`src/verilog/uart_link_pkg.sv`:
```
//////////////////////////////////////////////////
// UART link types
// Byte, bit-timing and bit-index widths shared by
// the serial receiver and transmitter
//////////////////////////////////////////////////

package uart_link_pkg;

  // One payload byte on the line
  typedef logic [7:0] uart_byte_t;

  // Clocks elapsed within one bit period
  typedef logic [15:0] baud_cnt_t;

  // Position within a frame, start bit through stop bit
  typedef logic [3:0] bit_idx_t;

endpackage

```
`src/verilog/dbg_proto_pkg.sv`:
```
//////////////////////////////////////////////////
// Debug protocol definitions
// Command and response codes, field sizes, the
// address and length types, and engine states
//////////////////////////////////////////////////

package dbg_proto_pkg;

  import uart_link_pkg::*;

  // Request and response bytes
  localparam uart_byte_t CmdRead  = 8'h11;
  localparam uart_byte_t CmdWrite = 8'h12;
  localparam uart_byte_t CmdExec  = 8'h13;
  localparam uart_byte_t RespAck  = 8'h06;
  localparam uart_byte_t RespEot  = 8'h04;

  // Address, length and entry fields, sent LSB first
  localparam int unsigned FieldBytes = 8;

  typedef logic [63:0] dbg_addr_t;
  typedef logic [63:0] dbg_len_t;

  typedef enum logic [2:0] {
    StIdle,
    StAddr,
    StLen,
    StAck,
    StRdFetch,
    StRdSend,
    StWrData,
    StEot
  } dbg_state_e;

endpackage

```
`src/verilog/uart_rx.sv`:
```
//////////////////////////////////////////////////
// UART receiver
// 8N1 frames sampled at bit centres, one strobe
// per byte with a good stop bit
//////////////////////////////////////////////////

module uart_rx #(
  parameter int unsigned ClksPerBit = 16
) (
  input  logic                      clk,
  input  logic                      rst_n_i,
  input  logic                      rx_i,
  output logic                      rx_valid_o,
  output uart_link_pkg::uart_byte_t rx_byte_o
);

  import uart_link_pkg::*;

  localparam baud_cnt_t HalfBit = baud_cnt_t'(ClksPerBit / 2 - 1);
  localparam baud_cnt_t FullBit = baud_cnt_t'(ClksPerBit - 1);
  localparam bit_idx_t  LastBit = bit_idx_t'(7);

  typedef enum logic [1:0] {
    RxIdle,
    RxStart,
    RxData,
    RxStop
  } rx_state_e;

  rx_state_e  state_q;
  logic [1:0] sync_q;
  logic       rx_s;
  baud_cnt_t  cnt_q;
  bit_idx_t   bit_q;
  uart_byte_t shift_q;
  logic       bit_tick;

  // Line idles high, so the synchronizer resets to one
  assign rx_s     = sync_q[1];
  assign bit_tick = (cnt_q == FullBit);

  always_ff @(posedge clk) begin
    if (!rst_n_i) begin
      sync_q     <= 2'b11;
      state_q    <= RxIdle;
      cnt_q      <= '0;
      bit_q      <= '0;
      rx_valid_o <= 1'b0;
    end else begin
      sync_q     <= {sync_q[0], rx_i};
      rx_valid_o <= 1'b0;
      unique case (state_q)
        RxIdle: begin
          cnt_q <= '0;
          if (!rx_s) state_q <= RxStart;
        end
        RxStart: begin
          if (cnt_q == HalfBit) begin
            cnt_q <= '0;
            bit_q <= '0;
            // Glitch, not a start bit
            state_q <= rx_s ? RxIdle : RxData;
          end else begin
            cnt_q <= cnt_q + 1'b1;
          end
        end
        RxData: begin
          if (bit_tick) begin
            cnt_q <= '0;
            bit_q <= bit_q + 1'b1;
            if (bit_q == LastBit) state_q <= RxStop;
          end else begin
            cnt_q <= cnt_q + 1'b1;
          end
        end
        RxStop: begin
          if (bit_tick) begin
            // Framing error drops the byte
            rx_valid_o <= rx_s;
            state_q    <= RxIdle;
          end else begin
            cnt_q <= cnt_q + 1'b1;
          end
        end
        default: state_q <= RxIdle;
      endcase
    end
  end

  // LSB arrives first
  always_ff @(posedge clk) begin
    if (state_q == RxData && bit_tick) begin
      shift_q <= {rx_s, shift_q[7:1]};
    end
  end

  assign rx_byte_o = shift_q;

  a_rx_valid_pulse : assert property (
    @(posedge clk) disable iff (!rst_n_i) rx_valid_o |=> !rx_valid_o
  );

endmodule

```
`src/verilog/uart_tx.sv`:
```
//////////////////////////////////////////////////
// UART transmitter
// Sends one 8N1 frame per start strobe
//////////////////////////////////////////////////

module uart_tx #(
  parameter int unsigned ClksPerBit = 16
) (
  input  logic                      clk,
  input  logic                      rst_n_i,
  input  logic                      tx_start_i,
  input  uart_link_pkg::uart_byte_t tx_byte_i,
  output logic                      tx_o,
  output logic                      tx_busy_o
);

  import uart_link_pkg::*;

  localparam baud_cnt_t FullBit  = baud_cnt_t'(ClksPerBit - 1);
  localparam bit_idx_t  LastData = bit_idx_t'(8);
  localparam bit_idx_t  StopIdx  = bit_idx_t'(9);

  baud_cnt_t  cnt_q;
  bit_idx_t   bit_q;
  uart_byte_t data_q;
  logic       load;
  logic       bit_end;

  assign load    = tx_start_i && !tx_busy_o;
  assign bit_end = tx_busy_o && (cnt_q == FullBit);

  // bit_q counts the bit on the line: 0 start, 1..8 data, 9 stop
  always_ff @(posedge clk) begin
    if (!rst_n_i) begin
      tx_o      <= 1'b1;
      tx_busy_o <= 1'b0;
      cnt_q     <= '0;
      bit_q     <= '0;
    end else if (load) begin
      tx_o      <= 1'b0;
      tx_busy_o <= 1'b1;
      cnt_q     <= '0;
      bit_q     <= '0;
    end else if (bit_end) begin
      cnt_q <= '0;
      bit_q <= bit_q + 1'b1;
      if (bit_q == StopIdx) begin
        tx_busy_o <= 1'b0;
        tx_o      <= 1'b1;
      end else if (bit_q == LastData) begin
        tx_o <= 1'b1;
      end else begin
        tx_o <= data_q[0];
      end
    end else if (tx_busy_o) begin
      cnt_q <= cnt_q + 1'b1;
    end
  end

  always_ff @(posedge clk) begin
    if (load) begin
      data_q <= tx_byte_i;
    end else if (bit_end && bit_q < LastData) begin
      data_q <= {1'b0, data_q[7:1]};
    end
  end

  // Engine must wait for the previous frame
  a_no_start_when_busy : assert property (
    @(posedge clk) disable iff (!rst_n_i) tx_start_i |-> !tx_busy_o
  );

endmodule

```
`src/verilog/dbg_cmd_engine.sv`:
```
//////////////////////////////////////////////////
// Debug command engine
// Decodes read, write and exec requests and the
// ACK challenge, moves data between the serial
// link and local memory and raises the exec strobe
//////////////////////////////////////////////////

module dbg_cmd_engine #(
  parameter int unsigned MemAddrWidth = 8
) (
  input  logic                      clk,
  input  logic                      rst_n_i,
  input  logic                      rx_valid_i,
  input  uart_link_pkg::uart_byte_t rx_byte_i,
  output logic                      tx_start_o,
  output uart_link_pkg::uart_byte_t tx_byte_o,
  input  logic                      tx_busy_i,
  output logic                      mem_we_o,
  output logic [MemAddrWidth-1:0]   mem_addr_o,
  output uart_link_pkg::uart_byte_t mem_wdata_o,
  input  uart_link_pkg::uart_byte_t mem_rdata_i,
  output logic                      exec_valid_o,
  output dbg_proto_pkg::dbg_addr_t  exec_addr_o
);

  import uart_link_pkg::*;
  import dbg_proto_pkg::*;

  localparam int unsigned FldCntWidth = $clog2(FieldBytes);
  localparam int unsigned AddrBits    = $bits(dbg_addr_t);
  localparam int unsigned LenBits     = $bits(dbg_len_t);

  dbg_state_e             state_q;
  uart_byte_t             cmd_q;
  dbg_addr_t              addr_q;
  dbg_len_t               len_q;
  logic [FldCntWidth-1:0] fld_cnt_q;

  logic tx_ready;
  logic fld_last;
  logic addr_byte;
  logic len_byte;
  logic exec_take;
  logic rd_send;
  logic step;

  // tx_busy lags tx_start by a cycle, so a pending start also blocks
  assign tx_ready  = !tx_busy_i && !tx_start_o;
  assign fld_last  = (fld_cnt_q == FldCntWidth'(FieldBytes - 1));
  assign addr_byte = rx_valid_i && (state_q == StAddr);
  assign len_byte  = rx_valid_i && (state_q == StLen);
  assign exec_take = addr_byte && fld_last && (cmd_q == CmdExec);
  assign rd_send   = (state_q == StRdSend) && tx_ready;
  assign step      = rd_send || mem_we_o;

  // Upper address bits are dropped, accesses wrap
  assign mem_addr_o  = addr_q[MemAddrWidth-1:0];
  assign mem_we_o    = (state_q == StWrData) && rx_valid_i;
  assign mem_wdata_o = rx_byte_i;

  //////////////////////////////////////////////////
  // Control FSM
  //////////////////////////////////////////////////

  always_ff @(posedge clk) begin
    if (!rst_n_i) begin
      state_q      <= StIdle;
      cmd_q        <= '0;
      fld_cnt_q    <= '0;
      tx_start_o   <= 1'b0;
      tx_byte_o    <= '0;
      exec_valid_o <= 1'b0;
    end else begin
      tx_start_o   <= 1'b0;
      exec_valid_o <= exec_take;
      unique case (state_q)
        StIdle: begin
          fld_cnt_q <= '0;
          if (rx_valid_i) begin
            cmd_q <= rx_byte_i;
            if (rx_byte_i == CmdRead || rx_byte_i == CmdWrite || rx_byte_i == CmdExec) begin
              state_q <= StAddr;
            end else if (rx_byte_i == RespAck) begin
              state_q <= StAck;
            end
          end
        end
        StAddr: begin
          if (rx_valid_i) begin
            fld_cnt_q <= fld_cnt_q + 1'b1;
            if (fld_last) state_q <= (cmd_q == CmdExec) ? StAck : StLen;
          end
        end
        StLen: begin
          if (rx_valid_i) begin
            fld_cnt_q <= fld_cnt_q + 1'b1;
            if (fld_last) state_q <= StAck;
          end
        end
        StAck: begin
          if (tx_ready) begin
            tx_start_o <= 1'b1;
            tx_byte_o  <= RespAck;
            if (cmd_q == CmdRead) begin
              state_q <= (len_q == '0) ? StEot : StRdFetch;
            end else if (cmd_q == CmdWrite) begin
              state_q <= (len_q == '0) ? StEot : StWrData;
            end else begin
              // Exec and challenge end here
              state_q <= StIdle;
            end
          end
        end
        // Registered read, one cycle for the data
        StRdFetch: state_q <= StRdSend;
        StRdSend: begin
          if (tx_ready) begin
            tx_start_o <= 1'b1;
            tx_byte_o  <= mem_rdata_i;
            state_q    <= (len_q == dbg_len_t'(1)) ? StEot : StRdFetch;
          end
        end
        StWrData: begin
          if (rx_valid_i && len_q == dbg_len_t'(1)) state_q <= StEot;
        end
        StEot: begin
          if (tx_ready) begin
            tx_start_o <= 1'b1;
            tx_byte_o  <= RespEot;
            state_q    <= StIdle;
          end
        end
        default: state_q <= StIdle;
      endcase
    end
  end

  //////////////////////////////////////////////////
  // Address, length and entry datapath
  //////////////////////////////////////////////////

  // Fields arrive little endian, shift in from the top
  always_ff @(posedge clk) begin
    if (addr_byte) begin
      addr_q <= {rx_byte_i, addr_q[AddrBits-1:8]};
    end else if (step) begin
      addr_q <= addr_q + 1'b1;
    end
    if (len_byte) begin
      len_q <= {rx_byte_i, len_q[LenBits-1:8]};
    end else if (step) begin
      len_q <= len_q - 1'b1;
    end
    if (exec_take) begin
      exec_addr_o <= {rx_byte_i, addr_q[AddrBits-1:8]};
    end
  end

  a_exec_pulse : assert property (
    @(posedge clk) disable iff (!rst_n_i) exec_valid_o |=> !exec_valid_o
  );

  // A memory write only while write data is still owed
  a_we_with_len : assert property (
    @(posedge clk) disable iff (!rst_n_i) mem_we_o |-> (len_q != '0)
  );

endmodule

```
`src/verilog/dbg_byte_mem.sv`:
```
//////////////////////////////////////////////////
// Byte memory
// Single port, write on the edge, registered read
//////////////////////////////////////////////////

module dbg_byte_mem #(
  parameter int unsigned MemAddrWidth = 8
) (
  input  logic                      clk,
  input  logic                      we_i,
  input  logic [MemAddrWidth-1:0]   addr_i,
  input  uart_link_pkg::uart_byte_t wdata_i,
  output uart_link_pkg::uart_byte_t rdata_o
);

  import uart_link_pkg::*;

  localparam int unsigned Depth = 2 ** MemAddrWidth;

  uart_byte_t mem_q [Depth];

  // Read returns the old byte on a same-cycle write
  always_ff @(posedge clk) begin
    if (we_i) begin
      mem_q[addr_i] <= wdata_i;
    end
    rdata_o <= mem_q[addr_i];
  end

endmodule

```
`src/verilog/uart_dbg_top.sv`:
```
//////////////////////////////////////////////////
// UART debug target
// Serial receiver and transmitter around the
// command engine and its local byte memory
//////////////////////////////////////////////////

module uart_dbg_top #(
  parameter int unsigned ClksPerBit   = 16,
  parameter int unsigned MemAddrWidth = 8
) (
  input  logic                     clk,
  input  logic                     rst_n_i,
  input  logic                     uart_rx_i,
  output logic                     uart_tx_o,
  output logic                     exec_valid_o,
  output dbg_proto_pkg::dbg_addr_t exec_addr_o
);

  import uart_link_pkg::*;

  logic                    rx_valid;
  uart_byte_t              rx_byte;
  logic                    tx_start;
  uart_byte_t              tx_byte;
  logic                    tx_busy;
  logic                    mem_we;
  logic [MemAddrWidth-1:0] mem_addr;
  uart_byte_t              mem_wdata;
  uart_byte_t              mem_rdata;

  //////////////////////////////////////////////////
  // Serial link
  //////////////////////////////////////////////////

  uart_rx #(
    .ClksPerBit ( ClksPerBit )
  ) i_uart_rx (
    .clk        ( clk       ),
    .rst_n_i    ( rst_n_i   ),
    .rx_i       ( uart_rx_i ),
    .rx_valid_o ( rx_valid  ),
    .rx_byte_o  ( rx_byte   )
  );

  uart_tx #(
    .ClksPerBit ( ClksPerBit )
  ) i_uart_tx (
    .clk        ( clk       ),
    .rst_n_i    ( rst_n_i   ),
    .tx_start_i ( tx_start  ),
    .tx_byte_i  ( tx_byte   ),
    .tx_o       ( uart_tx_o ),
    .tx_busy_o  ( tx_busy   )
  );

  //////////////////////////////////////////////////
  // Engine and memory
  //////////////////////////////////////////////////

  dbg_cmd_engine #(
    .MemAddrWidth ( MemAddrWidth )
  ) i_dbg_cmd_engine (
    .clk          ( clk          ),
    .rst_n_i      ( rst_n_i      ),
    .rx_valid_i   ( rx_valid     ),
    .rx_byte_i    ( rx_byte      ),
    .tx_start_o   ( tx_start     ),
    .tx_byte_o    ( tx_byte      ),
    .tx_busy_i    ( tx_busy      ),
    .mem_we_o     ( mem_we       ),
    .mem_addr_o   ( mem_addr     ),
    .mem_wdata_o  ( mem_wdata    ),
    .mem_rdata_i  ( mem_rdata    ),
    .exec_valid_o ( exec_valid_o ),
    .exec_addr_o  ( exec_addr_o  )
  );

  dbg_byte_mem #(
    .MemAddrWidth ( MemAddrWidth )
  ) i_dbg_byte_mem (
    .clk     ( clk       ),
    .we_i    ( mem_we    ),
    .addr_i  ( mem_addr  ),
    .wdata_i ( mem_wdata ),
    .rdata_o ( mem_rdata )
  );

endmodule

```
`config.mk`:
```
export PLATFORM = sky130hd
export DESIGN_NAME = uart_dbg_top
export DESIGN_NICKNAME = d
export VERILOG_FILES = /design/src/verilog/uart_link_pkg.sv /design/src/verilog/dbg_proto_pkg.sv /design/src/verilog/uart_rx.sv /design/src/verilog/uart_tx.sv /design/src/verilog/dbg_cmd_engine.sv /design/src/verilog/dbg_byte_mem.sv /design/src/verilog/uart_dbg_top.sv
export SDC_FILE = /design/constraint.sdc
export NUM_CORES = 2
export LEC_CHECK = 0
export BUFFER_PORTS_ARGS = -buffer_cell sky130_fd_sc_hd__buf_2
export CORE_MARGIN = 2
export CORE_UTILIZATION = 35
export DETAILED_ROUTE_END_ITERATION = 8
export HOLD_SLACK_MARGIN = 0.15
export PLACE_DENSITY = 0.61
export SYNTH_ARGS = -nofsm -noshare
export SYNTH_HDL_FRONTEND = slang
export SYNTH_HIERARCHICAL = 1
export SYNTH_SLANG_ARGS = --single-unit
export TNS_END_PERCENT = 100
```
`constraint.sdc`:
```
create_clock -name clk -period 10.7 [get_ports clk]
set_clock_uncertainty 0.05 [all_clocks]
set_input_delay 1.07 -clock clk [delete_from_list [all_inputs] [get_ports clk]]
set_output_delay 1.07 -clock clk [all_outputs]
set_load 0.02 [all_outputs]
```
# Yosys cells after proc, flatten, opt, wreduce, memory -nomap -nowiden
# Memory sizes are Yosys's and may differ from the RTL's. A register that Yosys moved wholly into a read port is not among the register bits.
# Index checks and enable logic that the tools add are counted.
[op_classes]
add_sub_neg = 7
order_cmp = 1
eq_ne = 42
muxes = 54
bitwise_logic = 1
reduce_logical = 41
[op_table]
columns = ["op", "count"]
rows = [
  ["2-to-1 mux 64 bit", 4],
  ["adder 64 x 1 -> 64 bit, second input constant", 1],
  ["equality test 64 x 1 -> 1 bit, second input constant", 1],
  ["logical NOT 64 bit", 1],
  ["case mux 16 bit (4 select lines)", 1],
  ["subtractor 64 x 1 -> 64 bit, second input constant", 1],
  ["equality test 8 x 5 -> 1 bit, second input constant", 6],
  ["2-to-1 mux 16 bit", 3],
  ["2-to-1 mux 3 bit", 14],
  ["2-to-1 mux 8 bit", 5],
  ["adder 16 x 1 -> 16 bit, second input constant", 2],
  ["equality test 16 x 4 -> 1 bit, second input constant", 2],
  ["case mux 3 bit (8 select lines)", 1],
  ["case mux 8 bit (3 select lines)", 1],
  ["inequality test 2 x 1 -> 1 bit, second input constant", 10],
  ["equality test 16 x 3 -> 1 bit, second input constant", 1],
  ["2-to-1 mux 2 bit", 8],
  ["equality test 3 bit, second input constant", 5],
  ["nonzero test 2 bit", 7],
  ["logical AND 1 bit", 12],
  ["2-to-1 mux 1 bit", 12],
  ["inequality test 2 bit, second input constant", 6],
  ["AND reduction 10 bit", 1],
  ["adder 4 x 1 -> 4 bit, second input constant", 2],
  ["other kinds (26)", 39],
]
[totals]
reg_bits = 279
ram_bits = 2048
inputBits = 3
mem_count = 1
[mem_list]
columns = ["memory", "words", "width", "read_ports", "rd_clocked_by_memory_dff", "wr", "line_no", "text"]
rows = [
  ["i_dbg_byte_mem.mem_q", 256, 8, 1, 1, 1, "dbg_byte_mem.sv:20", "uart_byte_t mem_q [Depth];"],
]

# Logic depth before layout (Yosys ltp)
[logic_depth]
word_depth = 6
ltp_mapped = 11

# Hierarchy
# The synthesis kept the hierarchy.
[modules_own_cells]
columns = ["mod", "n_inst", "cells_per_inst", "area_per_inst_um2"]
rows = [
  ["dbg_byte_mem", 1, 3547, 78492.8],
  ["dbg_cmd_engine", 1, 1049, 10910.5],
  ["uart_rx", 1, 163, 1547.7],
  ["uart_tx", 1, 151, 1436.4],
]

# Least setup slack after synthesis
# Ideal clock, no wire load.
[synth_timing]
kind = "register to register"
start = "register i_dbg_cmd_engine.state_q[1]"
end = "register i_dbg_cmd_engine.exec_addr_o[0] (enable)"
arrival_ns = 4.094
required_ns = 10.164
path_slack_ns = 6.070
stages_incl_launch_ff = 8
path_cell_list = "dfxtp_1 -> clkbuf_1 -> nor2_1 -> and3_1 -> clkbuf_1 -> clkbuf_1 -> nand2_1 -> nor2_1"
[synth_via]
elab_chain_len = 4
[synth_rtl]
columns = ["element", "line_no", "text"]
rows = [
  ["start: declaration", "dbg_cmd_engine.sv:33", "dbg_state_e state_q;"],
  ["start signal: assignment", "dbg_cmd_engine.sv:67", "state_q <= StIdle;"],
  ["start signal: assignment", "dbg_cmd_engine.sv:82", "state_q <= StAddr;"],
  ["start signal: assignment", "dbg_cmd_engine.sv:84", "state_q <= StAck;"],
  ["equality test 3 x 1 -> 1 bit", "dbg_cmd_engine.sv:50", "assign addr_byte = rx_valid_i && (state_q == StAddr);"],
  ["logical AND 1 bit", "dbg_cmd_engine.sv:50", ""],
  ["logical AND 1 bit (2 in a row)", "dbg_cmd_engine.sv:52", "assign exec_take = addr_byte && fld_last && (cmd_q == CmdExec);"],
  ["net i_dbg_cmd_engine.exec_take", "dbg_cmd_engine.sv:43", "logic exec_take;"],
  ["end signal: assignment", "dbg_cmd_engine.sv:155", "exec_addr_o <= {rx_byte_i, addr_q[AddrBits-1:8]};"],
  ["end: declaration", "dbg_cmd_engine.sv:23", "output dbg_proto_pkg::dbg_addr_t exec_addr_o"],
]
# The timed path passes the listed nets, and every way through them passes these cells.
# A chain may end at the register's enable or synchronous reset.

==> summary.md <==
| Metric | Value |
|---|---|
| Worst Path Buf+Inv | `4` |
| Postcts setup bufs | `0` |
| CP arrival | `6.15 ns` |
| DRC | `0` |
| Final core occ | `39.7%` |
| Crit path capture type | `register` |
| Post-synth ARST share | `0%` |
| Final setup viols | `0` |
| Crit share post-route | `51.3%` |
| Number of global-route vias before repair | `47,000` |
| Clk Latency, worst-skew pair | `0.86 ns` |
| Hold WC Path Type | `primary input to register` |
| Fmax | `182 MHz` |
| WL final | `219 mm` |
| Crit-path max FO | `86` |
| Kind of cell adding the most delay to the critical path | `buffers and inverters` |
| Maximum vdd drop | `0.132 mV` |
| Final non-filler cell area | `104,000 um2` |
| Post-synth top flop | `edfxtp_1` |
| Total CTS buffers | `227` |
| Total internal power | `14,300 uW` |
| Area Growth Syn to Fin | `12.7%` |
| Hold Vio Cnt, Final | `0` |
| Detailed Route Iter0 Violations | `5,317` |
| Largest net degree at the start of global routing | `237` |
| Share of cells above drive strength 1 | `20.8%` |
| Fin nets | `5,031` |
| Die W | `518 um` |
| Worst EP required | `11.36 ns` |
| CTS resizes | `0` |
| CP max-delay cell | `buf_4` |
| Final setup TNS | `0 ns` |
| Clock sinks | `2,335` |
| Sw Share | `19.4%` |
| Part of the power in combinational logic | `0%` |
| Synth warn | `6` |
| Max Root-Sink Buffers | `3` |
| Chip Height | `518 um` |
| Share of the synthesized area in the top cell type | `73.3%` |
| Core box area | `263,000 um2` |
| Max-slew violation count | `0` |
| Antenna Nets Post-Route | `0` |
| # rows | `188` |
| Placed wire-length estimate | `126 mm` |
| GRT Overall Usage | `16.0%` |
| CTS HTree Levels | `4` |
| Synth area leader | `edfxtp_1` |
| CP Launch Type | `register` |
| # IOs | `69` |
| Tightest Pin Transition | `1.40 ns` |
| Syn Nets | `4,924` |
| Placed Area | `96,800 um2` |
| Reg clk slew, reported paths | `0.06 ns` |
| Worst path max stage delay | `0.86 ns` |
| Sequential area share after synthesis | `75.0%` |
| DR vias/cell | `5.44` |
| DR pass1 iterations | `6` |
| Gpl congestion | `0.823` |
| Sw power | `3440 uW` |
| GRT Residual Overflow | `0` |
| CTS root buffer | `clkbuf_16` |
| Reg power frac | `55.8%` |
| Buffers added on ports | `68` |
| Unique masters post-synth | `69` |
| Initial antenna violation count | `4` |
| Worst path cell trace | `buf_12 > buf_12 > buf_4 > buf_4 > mux4_2 > a22oi_1 > a21oi_1 > o41ai_1 > nand4_1` |
| Yosys reg bits | `2,335` |
| Clock group share of total power | `44.2%` |
| PwrDens | `170 nW/um2` |
| Synth Area per Inst | `18.8 um2` |
| Synth top area cells | `edfxtp_1, mux4_2, a22oi_1` |
| Cell Area, Synth | `92,400 um2` |
| TritonCTS clock tree | `built` |
| Setup CP Type | `register to register` |
| Leading cell types in the layout, fill and taps excluded | `edfxtp_1, mux4_2, nor2_1` |
| Status | `finished clean` |
| Number of synthesized flops with an enable pin | `2,256` |
| Hold_buf cts | `0` |
| Commonest non-fill, non-tap cell in the layout | `edfxtp_1` |
| Post-Synthesis Cells | `4,910` |
| RSZ-0062 raised after global routing | `false` |
| Initial Util | `35.2%` |
| Static Leakage | `0.0311 uW` |
| First-pass GRT wire length | `323 mm` |
| Die area | `268,000 um2` |
| Vias | `47,500` |
| DR WL/cell | `25.1 um` |
| Max_cap viols | `0` |
| Minimum clock period | `5.49 ns` |
| Slew headroom | `6.93%` |
==> path summary, 6_finish.rpt <==
check,start,endpoint,slack [ns],cells past startpoint
max,i_dbg_cmd_engine/addr_q[0],i_dbg_byte_mem/rdata_o[2],5.21,9
max reg2reg,i_dbg_cmd_engine/addr_q[0],i_dbg_byte_mem/rdata_o[2],5.21,9
min,uart_rx_i,i_uart_rx/sync_q[0],0.34,2
min reg2reg,i_uart_rx/sync_q[0],i_uart_rx/sync_q[1],0.37,1
==> power by group through the flow <==
stage | Sequential [uW] | Clock, uW | Combinational [uW]
4_1_cts | 9870 | 7980 | 7.86
3_3_place_gp | 10100 | 0 | 7.72
6_report | 9870 | 7820 | 7.85
5_1_grt | 9860 | 8360 | 8.73
2_1_floorplan | 10100 | 0 | 5.61
3_5_place_dp | 10100 | 0 | 7.83
==> metrics by stage <==
stage                     worst slack [ns]  std cells  total power [uW]  hold WS, ns
after global routing                  4.72       8724             18200        0.311
after CTS                             5.14       8722             17900        0.261
after floorplan                       6.07       4910             10100        0.336
after global placement                5.24       8303             10100        0.363
final                                 5.21       8724             17700        0.339
after detailed placement              5.14       8303             10100        0.353
==> layer usage <==
metal,up-vias,track usage (%),wire [um]
met1,25100,22.8,93600
li1,20200,-,-
met2,1845,25.3,104000
met3,295,2.97,16600
met4,0,4.21,5070
met5,-,0,0
==> cell usage after synthesis (4+ instances only) <==
| master | instances |
|---|---|
| and3_1 | 16 |
| ha_1 | 11 |
| nand3_1 | 73 |
| nor4_2 | 6 |
| mux4_2 | 512 |
| nor4_4 | 4 |
| nand4b_1 | 9 |
| xnor2_1 | 95 |
| buf_1 | 19 |
| a31oi_1 | 8 |
| nor2_1 | 336 |
| nor4_1 | 39 |
| xor2_1 | 47 |
| dfxtp_1 | 79 |
| o31ai_1 | 7 |
| o41ai_1 | 36 |
| o221a_2 | 4 |
| buf_4 | 32 |
| nor2b_1 | 11 |
| nand2b_1 | 12 |
| and4_1 | 5 |
| buf_6 | 20 |
| nand4_1 | 38 |
| edfxtp_1 | 2256 |
| a22oi_1 | 262 |
| or2_2 | 5 |
| nor3b_1 | 4 |
| inv_1 | 37 |
| a21oi_1 | 158 |
| and2_1 | 7 |
| a211oi_1 | 5 |
| buf_2 | 42 |
| nand2_1 | 241 |
| nor3_1 | 91 |
| clkbuf_1 | 195 |
| or3_1 | 13 |
| o21ai_0 | 123 |
| or4_1 | 5 |
==> area by class of cell <==
cell class | instances | area, um2
well taps | 3515 | 4400
clock inverters | 132 | 1260
multi-input cells | 2230 | 21600
flip-flops and latches | 2335 | 69300
fillers | 23300 | 158000
inverters | 37 | 139
clock buffers | 287 | 6040
repair buffers | 186 | 1340
diodes | 2 | 5.00
==> registers in the layout (all words and copies together), names as in the netlist, 16 cells and up, named ones only <==
| register | flops |
|---|---|
| i_dbg_byte_mem/mem_q | 2048 |
| i_dbg_cmd_engine/addr_q | 64 |
| i_dbg_cmd_engine/exec_addr_o | 64 |
| i_dbg_cmd_engine/len_q | 64 |
| i_uart_rx/cnt_q | 16 |
| i_uart_tx/cnt_q | 16 |
==> cells by family after synthesis <==
group	synth area share, %
AOI/OAI and AO/OA	4.39
and+or+nand+nor	4.81
buffers and inverters	1.75
DFF	75.0
adders and majority gates	0.149
xor gates and xnor gates	1.35
muxes	12.5
No activity file was read; power rests on OpenSTA's default activity.
